## src/include/timing_source_consts.svh

```systemverilog
`ifndef TIMING_SOURCE_CONSTS_SVH
`define TIMING_SOURCE_CONSTS_SVH

// frame word and matrix geometry
`define WORD_W           24      // frame word, K flag travels beside it
`define NUM_ROWS         4
`define PIX_PER_ROW      4
`define NUM_PIX          16      // NUM_ROWS * PIX_PER_ROW

// threshold compare
`define VTH_W            10      // global threshold
`define VTHC_W           8       // per row trim
`define THRES_REF_START  650     // reference of pixel 0
`define THRES_REF_STEP   2       // reference falls by this per pixel

// link side
`define BUF_DEPTH        8       // word buffer entries, also the starting credits

// fixed words
`define IDLE_WORD        24'hbcfcfc  // K28.5 K28.7 K28.7 comma
`define TRAILER_TAG      8'hf0

`endif

```

## src/ctrl_pkg.sv

```systemverilog
`default_nettype none
`include "timing_source_consts.svh"

package ctrl_pkg;

  // frame source select, 1 and 3 emit nothing
  typedef enum logic [1:0] {
    STD_FRAME  = 2'd0,
    TEST_FRAME = 2'd2
  } frame_mode_e;

  typedef logic [`NUM_ROWS-1:0][`VTHC_W-1:0] row_trim_t;        // trim per row
  typedef logic [$clog2(`BUF_DEPTH+1)-1:0]    credit_t;          // 0..BUF_DEPTH
  typedef logic [$clog2(`BUF_DEPTH)-1:0]      buf_ptr_t;         // buffer slot

endpackage

`default_nettype wire

```

## src/frame_pkg.sv

```systemverilog
`default_nettype none
`include "timing_source_consts.svh"

package frame_pkg;

  // header view, mode in the top bits
  typedef struct packed {
    logic [1:0] mode;
    logic [4:0] error;    // always zero here
    logic [9:0] bcid;     // bunch crossing at trigger
    logic [5:0] l0l1;     // trigger count
    logic       parity;   // xor over bcid, error, l0l1
  } header_view_t;

  typedef struct packed {
    logic [7:0] addr;     // pixel index
    logic       zero;
    logic [7:0] tot;
    logic [6:0] toa;
  } hit_view_t;

  typedef struct packed {
    logic [7:0]            tag;       // TRAILER_TAG
    logic [7:0]            hit_cnt;
    logic [`WORD_W-17:0]   reserved;  // old crc byte, now zero
  } trailer_view_t;

  // one 24 bit frame word, decoded by position in the frame
  typedef union packed {
    header_view_t  hdr;
    hit_view_t     hit;
    trailer_view_t trl;
  } frame_word_t;

  typedef struct packed {
    logic        k;       // comma flag for the 8b/10b encoder
    frame_word_t word;
  } link_word_t;

endpackage

`default_nettype wire

```

## src/frame_if.sv

```systemverilog
`timescale 1ns/1ps
`default_nettype none

// frame source to arbiter link
interface frame_if import frame_pkg::*; ();

  link_word_t word;   // word on offer, held until take
  logic       req;    // source has a word ready
  logic       last;   // word closes the frame
  logic       grant;  // frame locked to this source
  logic       take;   // one cycle, word consumed

  modport src (
    output word, req, last,
    input  grant, take
  );

  modport arb (
    input  word, req, last,
    output grant, take
  );

endinterface

`default_nettype wire

```

## src/frame_arbiter.sv

```systemverilog
`timescale 1ns/1ps
`default_nettype none
`include "timing_source_consts.svh"

module frame_arbiter import frame_pkg::*; import ctrl_pkg::*; (
  input  logic       clk_S,
  input  logic       reset,
  input  logic       credit_return,
  frame_if.arb       std_src,
  frame_if.arb       test_src,
  output logic       wr_en,
  output link_word_t wr_word
);

  logic    locked;     // frame in progress
  logic    owner;      // 0 std source, 1 test source
  logic    rr_next;    // preferred source for the next frame
  logic    pick;
  logic    pick_last;
  logic    have_credit;
  credit_t credits;    // free slots in link_tx

  // pick is fixed while a frame is locked
  always_comb begin
    if (locked)
      pick = owner;
    else if (std_src.req && test_src.req)
      pick = rr_next;
    else
      pick = test_src.req;
  end

  assign have_credit    = (credits != '0);
  assign std_src.grant  = locked && !owner;
  assign test_src.grant = locked && owner;
  assign std_src.take   = have_credit && !pick && std_src.req;
  assign test_src.take  = have_credit && pick && test_src.req;

  assign wr_en     = std_src.take || test_src.take;
  assign wr_word   = pick ? test_src.word : std_src.word;
  assign pick_last = pick ? test_src.last : std_src.last;

  always_ff @(posedge clk_S or posedge reset) begin
    if (reset) begin
      locked  <= 1'b0;
      owner   <= 1'b0;
      rr_next <= 1'b0;
      credits <= credit_t'(`BUF_DEPTH);
    end else begin
      if (wr_en) begin
        if (!locked) begin
          owner   <= pick;
          rr_next <= !pick;     // other source first next time
        end
        locked <= !pick_last;   // lock released with the last word
      end
      if (wr_en && !credit_return)
        credits <= credits - credit_t'(1);
      else if (!wr_en && credit_return)
        credits <= credits + credit_t'(1);
    end
  end

endmodule

`default_nettype wire

```

## src/hit_frame_gen.sv

```systemverilog
`timescale 1ns/1ps
`default_nettype none
`include "timing_source_consts.svh"

module hit_frame_gen import frame_pkg::*; import ctrl_pkg::*; (
  input  logic                 clk_S,
  input  logic                 reset,
  input  logic                 en,
  input  frame_mode_e          mode,
  input  logic                 trig,
  input  frame_word_t          header,
  input  logic [`VTH_W-1:0]    vth,
  input  row_trim_t            vthc,
  input  logic [`NUM_ROWS-1:0] pixel_on,
  frame_if.src                 fr
);

  localparam int STEP_W = $clog2(`NUM_PIX + 4);
  localparam int PIX_W  = $clog2(`NUM_PIX);
  localparam int ROW_W  = $clog2(`NUM_ROWS);
  localparam int SUM_W  = `VTH_W + 1;
  localparam logic [STEP_W-1:0] STEP_TRL  = STEP_W'(`NUM_PIX + 2);
  localparam logic [STEP_W-1:0] STEP_LAST = STEP_W'(`NUM_PIX + 3);

  logic              busy;
  logic [STEP_W-1:0] step;       // 0 idle, 1 header, pixels, trailer, idle
  logic [7:0]        hit_cnt;
  logic [5:0]        tot_prbs;
  logic [4:0]        toa_prbs;
  logic [PIX_W-1:0]  pix;
  logic [ROW_W-1:0]  row;
  logic [SUM_W-1:0]  thres_sum, thres_ref;
  logic              on_pix, fire, advance;
  frame_word_t       hit_w, trl_w;

  ////////////////////////////////////////////////////////////////////////////
  // pixel under scan and its threshold compare
  assign pix       = PIX_W'(step - STEP_W'(2));
  assign row       = ROW_W'(pix / `PIX_PER_ROW);
  assign on_pix    = (step >= STEP_W'(2)) && (step < STEP_TRL);
  assign thres_sum = SUM_W'(vth) + SUM_W'(vthc[row]);
  assign thres_ref = SUM_W'(`THRES_REF_START - `THRES_REF_STEP * pix);  // falls per pixel
  assign fire      = on_pix && pixel_on[row] && (thres_sum <= thres_ref);

  always_comb begin
    hit_w.hit.addr = 8'(pix);
    hit_w.hit.zero = 1'b0;
    hit_w.hit.tot  = {2'b11, tot_prbs};
    hit_w.hit.toa  = {2'b11, toa_prbs};
    trl_w.trl.tag      = `TRAILER_TAG;
    trl_w.trl.hit_cnt  = hit_cnt;
    trl_w.trl.reserved = '0;      // crc byte dropped
  end

  ////////////////////////////////////////////////////////////////////////////
  // word on offer, idle words carry K
  always_comb begin
    fr.word.k    = 1'b0;
    fr.word.word = header;
    fr.last      = 1'b0;
    if (step == '0) begin
      fr.word.k    = 1'b1;
      fr.word.word = `IDLE_WORD;
    end else if (on_pix) begin
      fr.word.word = hit_w;
    end else if (step == STEP_TRL) begin
      fr.word.word = trl_w;
    end else if (step == STEP_LAST) begin
      fr.word.k    = 1'b1;
      fr.word.word = `IDLE_WORD;
      fr.last      = 1'b1;
    end
  end

  assign fr.req  = busy && (!on_pix || fire);            // quiet pixels offer nothing
  assign advance = busy && (fr.take || (on_pix && !fire)); // skip costs one cycle

  always_ff @(posedge clk_S or posedge reset) begin
    if (reset) begin
      busy     <= 1'b0;
      step     <= '0;
      hit_cnt  <= 8'd0;
      tot_prbs <= 6'd1;
      toa_prbs <= 5'd1;
    end else begin
      if (!busy) begin
        if (trig && en && mode == STD_FRAME) begin
          busy    <= 1'b1;
          step    <= '0;
          hit_cnt <= 8'd0;
        end
      end else if (advance) begin
        step <= step + STEP_W'(1);
        if (step == STEP_LAST)
          busy <= 1'b0;                // closing idle gone
      end
      if (fr.take && on_pix) begin       // one prbs step per hit written
        hit_cnt  <= hit_cnt + 8'd1;
        tot_prbs <= {tot_prbs[4:0], tot_prbs[5] ^ tot_prbs[0]};
        toa_prbs <= {toa_prbs[3:0], toa_prbs[4] ^ toa_prbs[0]};
      end
    end
  end

endmodule

`default_nettype wire

```

## src/link_tx.sv

```systemverilog
`timescale 1ns/1ps
`default_nettype none
`include "timing_source_consts.svh"

module link_tx import frame_pkg::*; import ctrl_pkg::*; (
  input  logic       clk_S,
  input  logic       reset,
  input  logic       wr_en,
  input  link_word_t wr_word,
  input  logic       out_ready,
  output logic       credit_return,
  output logic       out_valid,
  output logic [7:0] out_data,
  output logic       char_is_k
);

  link_word_t mem [`BUF_DEPTH];   // word buffer
  buf_ptr_t   wr_ptr, rd_ptr;
  credit_t    fill;               // words held
  logic [1:0] byte_sel;           // byte of the head word, msb first
  link_word_t head;
  logic       pop;

  function automatic buf_ptr_t bump(input buf_ptr_t p);
    bump = (p == buf_ptr_t'(`BUF_DEPTH - 1)) ? '0 : p + buf_ptr_t'(1);
  endfunction

  ////////////////////////////////////////////////////////////////////////////
  // byte serializer
  assign head      = mem[rd_ptr];
  assign out_valid = (fill != '0);
  assign char_is_k = head.k;        // same over all three bytes

  always_comb begin
    case (byte_sel)
      2'd0:    out_data = head.word[23:16];
      2'd1:    out_data = head.word[15:8];
      default: out_data = head.word[7:0];
    endcase
  end

  assign pop           = out_valid && out_ready && (byte_sel == 2'd2);
  assign credit_return = pop;       // slot free again

  always_ff @(posedge clk_S) begin
    if (wr_en)
      mem[wr_ptr] <= wr_word;
  end

  always_ff @(posedge clk_S or posedge reset) begin
    if (reset) begin
      wr_ptr   <= '0;
      rd_ptr   <= '0;
      fill     <= '0;
      byte_sel <= 2'd0;
    end else begin
      if (wr_en)
        wr_ptr <= bump(wr_ptr);
      if (pop)
        rd_ptr <= bump(rd_ptr);
      if (wr_en && !pop)
        fill <= fill + credit_t'(1);
      else if (!wr_en && pop)
        fill <= fill - credit_t'(1);
      if (out_valid && out_ready)
        byte_sel <= (byte_sel == 2'd2) ? 2'd0 : byte_sel + 2'd1;
    end
  end

endmodule

`default_nettype wire

```

## src/test_frame_gen.sv

```systemverilog
`timescale 1ns/1ps
`default_nettype none
`include "timing_source_consts.svh"

module test_frame_gen import frame_pkg::*; import ctrl_pkg::*; (
  input  logic        clk_S,
  input  logic        reset,
  input  logic        en,
  input  frame_mode_e mode,
  input  logic        trig,
  input  frame_word_t header,
  input  logic [7:0]  frame_data,
  frame_if.src        fr
);

  logic       busy;
  logic [1:0] seq;     // idle, header, data, idle

  always_comb begin
    fr.word.k    = 1'b0;
    fr.word.word = header;
    fr.last      = 1'b0;
    case (seq)
      2'd0: begin
        fr.word.k    = 1'b1;
        fr.word.word = `IDLE_WORD;
      end
      2'd1: fr.word.word = header;
      2'd2: fr.word.word = {3{frame_data}};   // config byte three times
      default: begin
        fr.word.k    = 1'b1;
        fr.word.word = `IDLE_WORD;
        fr.last      = 1'b1;
      end
    endcase
  end

  assign fr.req = busy;

  always_ff @(posedge clk_S or posedge reset) begin
    if (reset) begin
      busy <= 1'b0;
      seq  <= 2'd0;
    end else if (!busy) begin
      if (trig && en && mode == TEST_FRAME) begin
        busy <= 1'b1;
        seq  <= 2'd0;
      end
    end else if (fr.take) begin
      seq <= seq + 2'd1;
      if (seq == 2'd3)
        busy <= 1'b0;
    end
  end

endmodule

`default_nettype wire

```

## src/timing_source_top.sv

```systemverilog
`timescale 1ns/1ps
`default_nettype none
`include "timing_source_consts.svh"

module timing_source_top import ctrl_pkg::*; (
  input  logic                 clk_S,
  input  logic                 reset,
  input  logic                 en,
  input  frame_mode_e          mode,
  input  logic                 trigger,
  input  logic [`VTH_W-1:0]    vth,
  input  row_trim_t            vthc,
  input  logic [`NUM_ROWS-1:0] pixel_on,
  input  logic [7:0]           frame_data,
  input  logic                 out_ready,
  output logic                 out_valid,
  output logic [7:0]           out_data,
  output logic                 char_is_k
);

  logic                    trig;            // synchronized trigger
  frame_pkg::frame_word_t  header;
  logic                    wr_en, credit_return;
  frame_pkg::link_word_t   wr_word;

  frame_if std_if ();    // hit frames
  frame_if test_if ();   // test frames

  trigger_counters u_trig (.clk_S, .reset, .trigger, .mode, .trig, .header);

  hit_frame_gen u_hit (
    .clk_S, .reset, .en, .mode, .trig, .header,
    .vth, .vthc, .pixel_on, .fr(std_if.src)
  );

  test_frame_gen u_test (
    .clk_S, .reset, .en, .mode, .trig, .header, .frame_data, .fr(test_if.src)
  );

  frame_arbiter u_arb (
    .clk_S, .reset, .credit_return,
    .std_src(std_if.arb), .test_src(test_if.arb), .wr_en, .wr_word
  );

  link_tx u_link (
    .clk_S, .reset, .wr_en, .wr_word, .out_ready,
    .credit_return, .out_valid, .out_data, .char_is_k
  );

endmodule

`default_nettype wire

```

## src/trigger_counters.sv

```systemverilog
`timescale 1ns/1ps
`default_nettype none

module trigger_counters import frame_pkg::*; import ctrl_pkg::*; (
  input  logic        clk_S,
  input  logic        reset,
  input  logic        trigger,
  input  frame_mode_e mode,
  output logic        trig,
  output frame_word_t header
);

  logic       trig_r, trig_rr;   // two stage sync
  logic [9:0] bcid;
  logic [5:0] l0l1;
  logic [5:0] l0l1_next;
  frame_word_t hdr_next;

  assign trig      = trig_rr;
  assign l0l1_next = (l0l1 == 6'd63) ? 6'd0 : l0l1 + 6'd1;   // modulo 64

  // header carries the count after this trigger
  always_comb begin
    hdr_next.hdr.mode   = mode;
    hdr_next.hdr.error  = 5'd0;
    hdr_next.hdr.bcid   = bcid;
    hdr_next.hdr.l0l1   = l0l1_next;
    hdr_next.hdr.parity = ^{bcid, 5'd0, l0l1_next};
  end

  always_ff @(posedge clk_S or posedge reset) begin
    if (reset) begin
      trig_r  <= 1'b0;
      trig_rr <= 1'b0;
      bcid    <= 10'd0;
      l0l1    <= 6'd0;
    end else begin
      trig_r  <= trigger;
      trig_rr <= trig_r;
      bcid    <= (bcid == 10'd1023) ? 10'd0 : bcid + 10'd1;  // free running
      if (trig_rr)
        l0l1 <= l0l1_next;
    end
  end

  always_ff @(posedge clk_S) begin
    if (trig_rr)
      header <= hdr_next;    // latched once per trigger
  end

endmodule

`default_nettype wire

```

## config.mk

```make
export PLATFORM = sky130hd
export DESIGN_NAME = timing_source_top
export DESIGN_NICKNAME = d
export VERILOG_FILES = /design/src/ctrl_pkg.sv /design/src/frame_pkg.sv /design/src/frame_if.sv /design/src/frame_arbiter.sv /design/src/hit_frame_gen.sv /design/src/link_tx.sv /design/src/test_frame_gen.sv /design/src/timing_source_top.sv /design/src/trigger_counters.sv
export VERILOG_INCLUDE_DIRS = /design/src /design/src/include
export SDC_FILE = /design/constraint.sdc
export NUM_CORES = 1
export LEC_CHECK = 0
export BUFFER_PORTS_ARGS = -buffer_cell sky130_fd_sc_hd__buf_2
export CORE_MARGIN = 3
export CORE_UTILIZATION = 55
export CTS_CLUSTER_DIAMETER = 40
export DETAILED_ROUTE_END_ITERATION = 10
export PLACE_DENSITY_LB_ADDON = 0.25
export SYNTH_ARGS = -nofsm -noshare
export SYNTH_HDL_FRONTEND = slang
export SYNTH_SLANG_ARGS = --single-unit
```

## constraint.sdc

```tcl
create_clock -name clk_S -period 8.1 [get_ports clk_S]
set_clock_uncertainty 0.05 [all_clocks]
set_input_delay 1.215 -clock clk_S [delete_from_list [all_inputs] [get_ports clk_S]]
set_output_delay 1.215 -clock clk_S [all_outputs]
set_load 0.1 [all_outputs]
```

; ---- Yosys cells after proc, flatten, opt, wreduce, memory -nomap -nowiden
; Memory sizes are Yosys's and may differ from the RTL's.
; Cells that the tools add are included.
[totals]
word_cells = 153
input_bits = 61
ramBits = 200
register_bits = 84
n_memories = 1
output_inout_bits = 10
[classes]
magnitude_cmp = 4
n_bitwise = 3
n_mux = 50
n_eq_ne = 15
add_sub_neg = 15
reduce_logical = 45
[mem_list]
columns = name, depth, width, rd, rd_clocked_by_memory_dff, wr, line
row1 = u_link.mem, 8, 25, 1, 0, 1, link_tx.sv:17  ; link_word_t mem [`BUF_DEPTH];
[op_table]
columns = operator, n
row1 = 2-to-1 mux 25 bit, 3
row2 = 2-to-1 mux 24 bit, 2
row3 = one-hot mux 24 bit (2 select lines), 1
row4 = 2-to-1 mux 8 bit, 4
row5 = 2-to-1 mux 1 bit, 22
row6 = parity 21 bit, 1
row7 = logical AND 1 bit, 19
row8 = binary-select mux 8 bit (select 2 bit), 1
row9 = 2-to-1 mux 4 bit, 4
row10 = one-hot mux 8 bit (2 select lines), 1
row11 = 2-to-1 mux 5 bit, 3
row12 = adder 10 x 8 -> 11 bit, 1
row13 = <= comparator 11 bit, 1
row14 = subtractor 10 x 5 -> 11 bit (first input constant), 1
row15 = adder 10 x 1 -> 10 bit (second input constant), 1
row16 = equality test 10 bit (second input constant), 1
row17 = equality test 5 bit (second input constant), 2
row18 = 2-to-1 mux 10 bit, 1
row19 = adder 4 x 1 -> 4 bit (second input constant), 2
row20 = adder 8 x 1 -> 8 bit (second input constant), 1
row21 = equality test 2 bit (second input constant), 4
row22 = 2-to-1 mux 2 bit, 4
row23 = AND reduction 2 bit, 4
row24 = nonzero test 2 bit, 4
row25 = 26 further kinds, 44

; ---- Longest topological paths before layout
; Gate-level depths: netlist of run 1.
[logic_depth]
word_depth = 19
ltp_mapped = 29
depth_no_buf = 28

; ---- Modules after synthesis
; A second synthesis of run 1 with hierarchy kept.
[hier_totals]
cells_unflattened = 1035
hier_area_um2 = 13830.8
[modules_own_cells]
columns = mod, area_each_um2, cells_each, instances
row1 = link_tx, 8375.5, 435, 1
row2 = hit_frame_gen, 2493.6, 307, 1
row3 = trigger_counters, 1690.4, 136, 1
row4 = frame_arbiter, 812.0, 78, 1
row5 = test_frame_gen, 459.2, 79, 1

; ---- Worst setup path after synthesis of run 1
; OpenSTA, ideal clock, no wires.
[synth_timing]
path_kind = reg2reg
from = reg u_hit.step[1]
to = mem u_link.mem[1][0] (netlist bit) (enable)
path_buffers = 1
t_arrival_ns = 7.657
path_stages_with_launch = 21
t_required_ns = 7.570
path_slack_ns = -0.087
path_cell_list = dfrtp_1 > inv_1 > ha_1 > inv_1 > ha_1 > buf_1 > mux4_2 > ha_1 > fa_1 > a211oi_2 > o21ai_2 > xor2_1 > ha_1 > nand4_1 > o21bai_1 > a31oi_1 > o32ai_4 > o311ai_1 > o31a_1 > a31oi_4 > nor4b_1
[synth_via]
elab_chain_len = 17
word_cells_on_any_way = 27
cone_classes = add/sub (3) / order compare (3) / mux (8) / reduce/logical (13)
[synth_rtl]
columns = item, line
row1 = from (decl), hit_frame_gen.sv:26  ; logic [STEP_W-1:0] step;
row2 = from (signal assigned), hit_frame_gen.sv:93  ; step <= step + STEP_W'(1);
row3 = subtractor 4 x 2 -> 4 bit, hit_frame_gen.sv:38  ; assign pix = PIX_W'(step - STEP_W'(2));
row4 = binary-select mux 8 bit (select 2 bit), hit_frame_gen.sv:41  ; assign thres_sum = SUM_W'(vth) + SUM_W'(vthc[row]);
row5 = 2-to-1 mux 8 bit (not written as such), hit_frame_gen.sv:41
row6 = adder 10 x 8 -> 11 bit, hit_frame_gen.sv:41
row7 = <= comparator 11 bit, hit_frame_gen.sv:43  ; assign fire = on_pix && pixel_on[row] && (thres_sum <= thres_ref);
row8 = logical AND 1 bit, hit_frame_gen.sv:43
row9 = logical OR 1 bit *, hit_frame_gen.sv:75  ; assign fr.req = busy && (!on_pix || fire);
row10 = logical AND 1 bit *, hit_frame_gen.sv:75
row11 = logical AND 1 bit, frame_arbiter.sv:27  ; else if (std_src.req && test_src.req)
row12 = 2-to-1 mux 1 bit, frame_arbiter.sv:27
row13 = 2-to-1 mux 1 bit, frame_arbiter.sv:25  ; if (locked)
row14 = logical NOT 1 bit, frame_arbiter.sv:36  ; assign std_src.take = have_credit && !pick && std_src.req;
row15 = logical AND 1 bit (2 in series), frame_arbiter.sv:36
row16 = logical OR 1 bit *, frame_arbiter.sv:39  ; assign wr_en = std_src.take || test_src.take;
row17 = 2-to-1 mux 1 bit *, link_tx.sv:46  ; if (wr_en)
row18 = 2-to-1 mux 1 bit (not written as such) *, link_tx.sv:47  ; mem[wr_ptr] <= wr_word;
row19 = to (decl), link_tx.sv:17
; Every way passes the cells marked *; elsewhere a longest branch is shown, timed or not. The select of a mux whose other input is x is not followed.

; ---- Worst setup path after layout of run 1
[layout_timing]
from = reg u_hit.step[1]
to = reg u_link.fill[3]
[layout_via]
elab_chain_len = 18
word_cells_on_any_way = 30
cone_classes = add/sub (3) / order compare (3) / mux (7) / reduce/logical (17)
[layout_rtl]
columns = item, line
row1 = subtractor 4 x 2 -> 4 bit, hit_frame_gen.sv:38
row2 = binary-select mux 8 bit (select 2 bit), hit_frame_gen.sv:41
row3 = 2-to-1 mux 8 bit (not written as such), hit_frame_gen.sv:41
row4 = adder 10 x 8 -> 11 bit, hit_frame_gen.sv:41
row5 = <= comparator 11 bit, hit_frame_gen.sv:43
row6 = logical AND 1 bit, hit_frame_gen.sv:43
row7 = logical OR 1 bit *, hit_frame_gen.sv:75
row8 = logical AND 1 bit *, hit_frame_gen.sv:75
row9 = [2 not listed], n/a
row10 = 2-to-1 mux 1 bit, frame_arbiter.sv:25
row11 = logical NOT 1 bit, frame_arbiter.sv:36
row12 = logical AND 1 bit (2 in series), frame_arbiter.sv:36
row13 = logical OR 1 bit *, frame_arbiter.sv:39
row14 = named net u_arb.wr_en, frame_arbiter.sv:11  ; output logic wr_en,
row15 = logical NOT 1 bit, link_tx.sv:63  ; else if (!wr_en && pop)
row16 = logical AND 1 bit, link_tx.sv:63
row17 = nonzero test 2 bit (no line), n/a
row18 = to (signal assigned), link_tx.sv:62  ; fill <= fill + credit_t'(1);
row19 = to (signal assigned), link_tx.sv:64  ; fill <= fill - credit_t'(1);
row20 = to (decl), link_tx.sv:19  ; credit_t fill;
; The timed path passes the listed nets; every way through them passes the cells marked *. The select of a mux whose other input is x is not followed.
; A chain may end at the register's enable or synchronous reset.

==> results of run 1 <==
## cell families after synthesis
family | synth area share [%]
flops | 61.8
simple gates | 6.26
compound gates | 8.41
mux | 14.2
buf+inv | 2.08
fa+ha+maj | 4.41
xor+xnor | 2.77
## critical path, delay by kind of cell (launching register included)
family	cells	cell delay, ns
AO/OA/AOI/OAI	10	2.57
adder cells (fa/ha/maj)	7	2.41
multiplexers	1	0.59
buffers and inverters	4	0.50
flip-flops	1	0.45
XOR/XNOR	3	0.44
AND/OR/NAND/NOR	1	0.07
## per-layer routing
layer  global-route usage (%)  wire length [µm]  vias up
met5                        0                 0        -
met3                     3.54              1880       40
met1                     33.0             12400     3937
met2                     33.8             13100      287
met4                     5.51               461        0
li1                         -                 -     3600
## state kept, by name, indices dropped and copies added, names as in the netlist
name,count
u_arb.credits,4
u_arb.locked,1
u_arb.owner,1
u_arb.rr_next,1
u_hit.busy,1
u_hit.hit_cnt,8
u_hit.step,5
u_hit.toa_prbs,5
u_hit.tot_prbs,6
u_link.byte_sel,2
u_link.fill,4
u_link.mem,200
u_link.rd_ptr,3
u_link.wr_ptr,3
u_test.fr.req,1
u_test.seq,2
u_trig.bcid,10
u_trig.header,19
u_trig.l0l1,6
u_trig.trig,1
u_trig.trig_r,1
## where the power goes
group	total [µW]	internal [µW]	leakage, µW	switching (µW)
clock	1710	1080	0.000639	635
combinational	580	244	0.00218	335
sequential	1730	1680	0.00281	51.0
total	4020	3000	0.00564	1020
## worst min path at each step
| stage | to | slack [ns] | depth (start not counted) |
|---|---|---|---|
| global route | u_trig.trig$_DFF_PP0_ | 0.31 | 0 |
| floorplan | u_trig.trig$_DFF_PP0_ | 0.28 | 0 |
| detailed placement | u_trig.trig$_DFF_PP0_ | 0.29 | 0 |
| CTS | u_trig.trig$_DFF_PP0_ | 0.30 | 0 |
| finish | u_trig.trig$_DFF_PP0_ | 0.30 | 0 |
| global placement | u_trig.trig$_DFF_PP0_ | 0.29 | 0 |
## area by class of cell
cell class                      instances  area share (%)
Clock inverter                         24            2.06
Multi-Input combinational cell        519            31.5
Tap cell                              319            2.60
Timing Repair Buffer                   84            2.97
Clock buffer                           46            6.66
Sequential cell                       284            53.5
Inverter                               27           0.677
## stage by stage
stage	worst slack, ns	setup TNS (ns)	cells
3_5_place_dp	0.835	0	1233
2_1_floorplan	-0.0866	-6.47	874
5_1_grt	0.383	0	1303
6_report	0.912	0	1303
3_3_place_gp	1.09	0	1233
4_1_cts	0.833	0	1303
## layout by cell type, fill, tap and decap left out, types with 6 or more instances in the layout
cell type / synthesis / routed
edfxtp_1: 219 / 219
buf_2: 6 / 70
mux4_2: 67 / 67
dfrtp_1: 62 / 60
nand2_1: 46 / 46
nor2_1: 42 / 42
ha_1: 42 / 42
clkbuf_16: 0 / 39
o21ai_0: 35 / 35
nand3_1: 27 / 27
a21oi_1: 27 / 27
inv_1: 26 / 25
xnor2_1: 22 / 22
xor2_1: 20 / 20
mux2_2: 19 / 19
a211oi_1: 16 / 16
a31oi_1: 16 / 16
buf_4: 0 / 14
a21o_1: 13 / 13
and3_1: 12 / 12
mux2i_1: 12 / 12
o31ai_1: 10 / 10
nor2b_1: 8 / 8
o22ai_1: 7 / 7
a22oi_1: 6 / 6
==> summary.txt, run 1 <==
CTS
  • Post-cts resize count: 0
  • Clock tree buffer depth: 3
  • Max H-tree Level: 2
  • Latest clock arrival within the worst-skew pair: 0.53 ns
  • Post CTS Setup Buffer Count: 0
  • Clock transition at the registers of the reported paths: 0.05 ns
  • Hold Buf Count CTS: 0
  • CTS tree: built
  • CTS root buf: clkbuf_16
  • Clock Sinks: 284
  • CTS buffer count: 38

Cells and area
  • Area Overhead vs Synth: 15.6%
  • Design Area, Final: 15300 µm²
  • Final #Nets: 1060
  • FF+latch area: 8210 µm²
  • Antenna cells: 0
  • Finished Core Util: 65.0%
  • Layout fillers: 1698
  • Layout cell share with drive strength beyond 1: 26.8%
  • Multi-input logic area: 4830 µm²

Global route
  • Grt total ovfl: 0
  • GRT Overall Usage: 21.9%
  • First-pass GRT wire length: 44.4 mm
  • Initial antenna violation count: 0
  • Pin count of the biggest net entering global routing: 66
  • Vias in the first global route: 7912

Die
  • Site row count: 56
  • Die Y: 161 µm
  • Die Area: 26000 µm²
  • Core region area: 23600 µm²
  • Starting Density: 56.2%
  • Die Width: 161 µm
  • I/O pin total: 71

Outcome
  • Status: completed

Synthesis
  • Main flop type after synthesis: edfxtp_1
  • Synth area leaders: edfxtp_1 50%, dfrtp_1 12%, mux4_2 11%, ha_1 4.0%, mux2_2 1.6%
  • Syn nets: 980
  • Mapped Area: 13300 µm²
  • Synth top area share: 49.6%
  • Mapped Cells: 874
  • Post-synth EDFFs: 219
  • Register area share after synthesis: 61.8%
  • Syn_area_per_cell: 15.2 µm²
  • Distinct cells, synth: 66
  • Most frequent cells after synthesis: 219 x edfxtp_1, 67 x mux4_2, 62 x dfrtp_1, 46 x nand2_1
  • Post-synth top area cell: edfxtp_1
  • Async SR Flop Fraction: 22.9%
  • Yosys reg bits: 284
  • Ys Warns: 0
  • Most common cell in the netlist: edfxtp_1

STA
  • Final setup fails: 0
  • Fmax: 139 MHz
  • RSZ-0062 raised after global routing: no
  • Slew headroom: 16.9%
  • Fin crit share: 88.7%
  • Fin. max-slew vios: 0
  • Final hold violations: 0
  • Min Clock Period, post-route: 7.19 ns
  • Worst-Margin Slew: 1.24 ns
  • Hold WS: 0.299 ns

Critical path
  • CP endpoint: u_link.fill[3]$_DFFE_PP0P_
  • Worst EP required: 8.44 ns
  • R2r setup slk: 0.91 ns
  • Crit. Startpoint: u_hit.step[1]$_DFFE_PP0P_
  • Setup crit end kind: flip-flop
  • Critical path launch point type: flip-flop
  • R2R Path End: u_link.fill[3]$_DFFE_PP0P_
  • R2R Path Start: u_hit.step[1]$_DFFE_PP0P_
  • WS Path Type: reg -> reg
  • Crit-path max FO: 12
  • CP arrival: 7.53 ns
  • Cell depth of the worst flop-to-flop path: 26
  • Critical Path Max Stage Delay: 0.69 ns
  • Crit-path slowest cell: ha_1
  • Most used cell, CP: ha_1

Power and ir drop
  • Worst VDD drop: 0.000323 V
  • Pwr Total: 4020 µW
  • Lkg Pwr: 0.00564 µW
  • PwrDens: 262 nW/µm²

Route
  • DRC: 0
  • ANT nets after route: 0
  • Number of iterations in the first detailed-routing pass: 5
  • DR vias/cell: 6.04
  • WL final: 27.8 mm
  • Routed WL per cell: 21.3 µm
  • Via count: 7864
  • DRT iter0 DRCs: 828

Min path
  • HP Class: reg -> reg
  • Min-delay src: u_trig.trig_r$_DFF_PP0_

Placed design
  • Post-DP Area: 14000 µm²
  • I/O Buffers: 70
  • DP Wirelength: 17.3 mm
  • Global placer's final weighted congestion: 0.886

Run
  • Max Cap Viol: 0
(Power assumes the default switching activity.)
==> run 2, diff against run 1 <==
Settings changed: SYNTH_HIERARCHICAL set to 1.
==> run 2 against run 1 <==
Non-clock buffer count rose by 1. Register-to-register slack is essentially flat. Global-route usage up 0.64 points. Flip-flop and latch count unchanged. Critical path depth grew 2. Synthesized cell count grew 18%. Via count up 11%. Fmax about the same. Highest routed layer unchanged. Wire length up 6.7%.
==> summary.txt, run 2 <==
Route
  • ANT nets after route: 0
  • DR vias/cell: 5.97
  • Routed WL per cell: 20.3 µm
  • Via count: 8729
  • DRC: 0
  • Number of iterations in the first detailed-routing pass: 5
  • WL final: 29.6 mm
  • DRT iter0 DRCs: 758

Critical path
  • Crit-path max FO: 11
  • Setup crit end kind: flip-flop
  • Crit-path slowest cell: ha_1
  • Critical path launch point type: flip-flop
  • Critical Path Max Stage Delay: 0.68 ns
  • R2R Path Start: u_hit/step[1]$_DFFE_PP0P_
  • Most used cell, CP: ha_1
  • WS Path Type: reg -> reg
  • Crit. Startpoint: u_hit/step[1]$_DFFE_PP0P_
  • Worst EP required: 8.49 ns
  • CP arrival: 7.58 ns

STA
  • Fmax: 139 MHz
  • RSZ-0062 raised after global routing: no
  • Setup TNS Final: 0 ns
  • Worst-Margin Slew: 0.994 ns
  • Final hold violations: 0
  • Min Clock Period, post-route: 7.18 ns
  • Fin crit share: 88.7%
  • Slew headroom: 33.7%
  • Final setup fails: 0
  • Fin. max-slew vios: 0

CTS
  • Clock transition at the registers of the reported paths: 0.06 ns
  • Post-cts resize count: 0
  • CTS buffer count: 37
  • CTS tree: built
  • Hold Buf Count CTS: 0
  • Latest clock arrival within the worst-skew pair: 0.52 ns
  • Post CTS Setup Buffer Count: 0
  • CTS root buf: clkbuf_16
  • Max H-tree Level: 2
  • Clock tree buffer depth: 3
  • Clock Sinks: 284

Placed design
  • Global placer's final weighted congestion: 0.828
  • I/O Buffers: 70
  • Post-DP Area: 14400 µm²
  • DP Wirelength: 20.0 mm

Cells and area
  • Largest Register: u_link/mem
  • Final #Nets: 1214
  • Biggest regs: u_link/mem: 200 flops, u_trig/header: 19 flops, u_trig/bcid: 10 flops
  • Layout cell share with drive strength beyond 1: 20.2%
  • Commonest non-fill, non-tap cell in the layout: edfxtp_1
  • Most frequent cells in the layout: 219 x edfxtp_1, 135 x nand2_1, 70 x buf_2
  • Layout fillers: 1833
  • Largest register FFs: 200
  • Design Area, Final: 15700 µm²
  • Area Overhead vs Synth: 13.3%
  • Antenna cells: 0
  • Finished Core Util: 63.8%

Global route
  • Initial antenna violation count: 0
  • First-pass GRT wire length: 47.3 mm
  • Grt total ovfl: 0
  • Pin count of the biggest net entering global routing: 44
  • Vias in the first global route: 8704
  • GRT Overall Usage: 22.5%

Synthesis
  • Syn_area_per_cell: 13.4 µm²
  • Mapped Cells: 1033
  • Mapped Area: 13800 µm²
  • Ys Warns: 6

Die
  • Core region area: 24500 µm²
  • Site row count: 57
  • Die Width: 165 µm
  • Starting Density: 56.3%
  • Die Y: 165 µm
  • I/O pin total: 71
  • Die Area: 27100 µm²

Run
  • Max Cap Viol: 0

Min path
  • HP Class: reg -> reg
  • Min-delay src: u_trig/trig_r$_DFF_PP0_

Outcome
  • Status: completed
## run 2: cell count changes in the layout (fill, tap and decap cells not counted), sizes merged, moves of 12 or more
| cell | previous run | this run |
|---|---|---|
| mux2i | 12 | 49 |
| a31oi | 18 | 6 |
| mux4 | 67 | 35 |
| nand2 | 46 | 138 |
| a211oi | 17 | 5 |
| a22oi | 6 | 19 |
| nor2 | 42 | 54 |
| a221oi | 0 | 13 |
| mux2 | 22 | 35 |
## run 2: cell type report
cell class	count	area, µm²	share of cell area [%]
multi-input cells	672	5230	33.4
inverters	28	105	0.671
clock buffers	42	955	6.10
flip-flops and latches	284	8210	52.5
repair buffers	85	475	3.04
clock inverters	26	267	1.70
well taps	324	405	2.59
## run 2: per-layer routing
metal / part of all wire (%) / up-vias / track usage, %
li1: - / 4045 / -
met1: 43 / 4309 / 31.0
met2: 48 / 307 / 36.5
met3: 6.1 / 68 / 3.66
met4: 3.0 / 0 / 7.97
met5: 0 / - / 0
## run 2: critical path, delay by kind of cell, from the launching register on
| family | cells | cell delay [ns] |
|---|---|---|
| AO/OA/AOI/OAI | 11 | 2.28 |
| adder cells (fa/ha/maj) | 6 | 2.01 |
| AND/OR/NAND/NOR | 7 | 1.33 |
| multiplexers | 1 | 0.63 |
| flip-flops | 1 | 0.46 |
| buffers and inverters | 2 | 0.22 |
| XOR/XNOR | 1 | 0.15 |
## run 2: final timing paths
kind | to | slack (ns) | depth (start not counted)
min reg2reg | u_trig/trig$_DFF_PP0_ | 0.31 | 0
max reg2reg | u_arb/credits[3]$_DFFE_PP1P_ | 0.92 | 28
min | u_trig/trig$_DFF_PP0_ | 0.31 | 0
max in group asynchronous | u_hit/step[3]$_DFFE_PP0P_ | 6.41 | 2
max | u_arb/credits[3]$_DFFE_PP1P_ | 0.92 | 28
min in group asynchronous | u_test/fr.req$_DFF_PP0_ | 0.61 | 2
## run 2: per-stage QoR
step | cells | hold slack (ns) | setup WS, ns
global placement | 1393 | 0.295 | 1.04
detailed placement | 1393 | 0.296 | 0.836
floorplan | 1037 | 0.281 | 0.374
CTS | 1461 | 0.314 | 0.836
finish | 1461 | 0.309 | 0.916
global route | 1461 | 0.318 | 0.295
Power of run 2 is not shown: default switching activity piles up to over one toggle a cycle in this logic, so the estimate is an artifact.
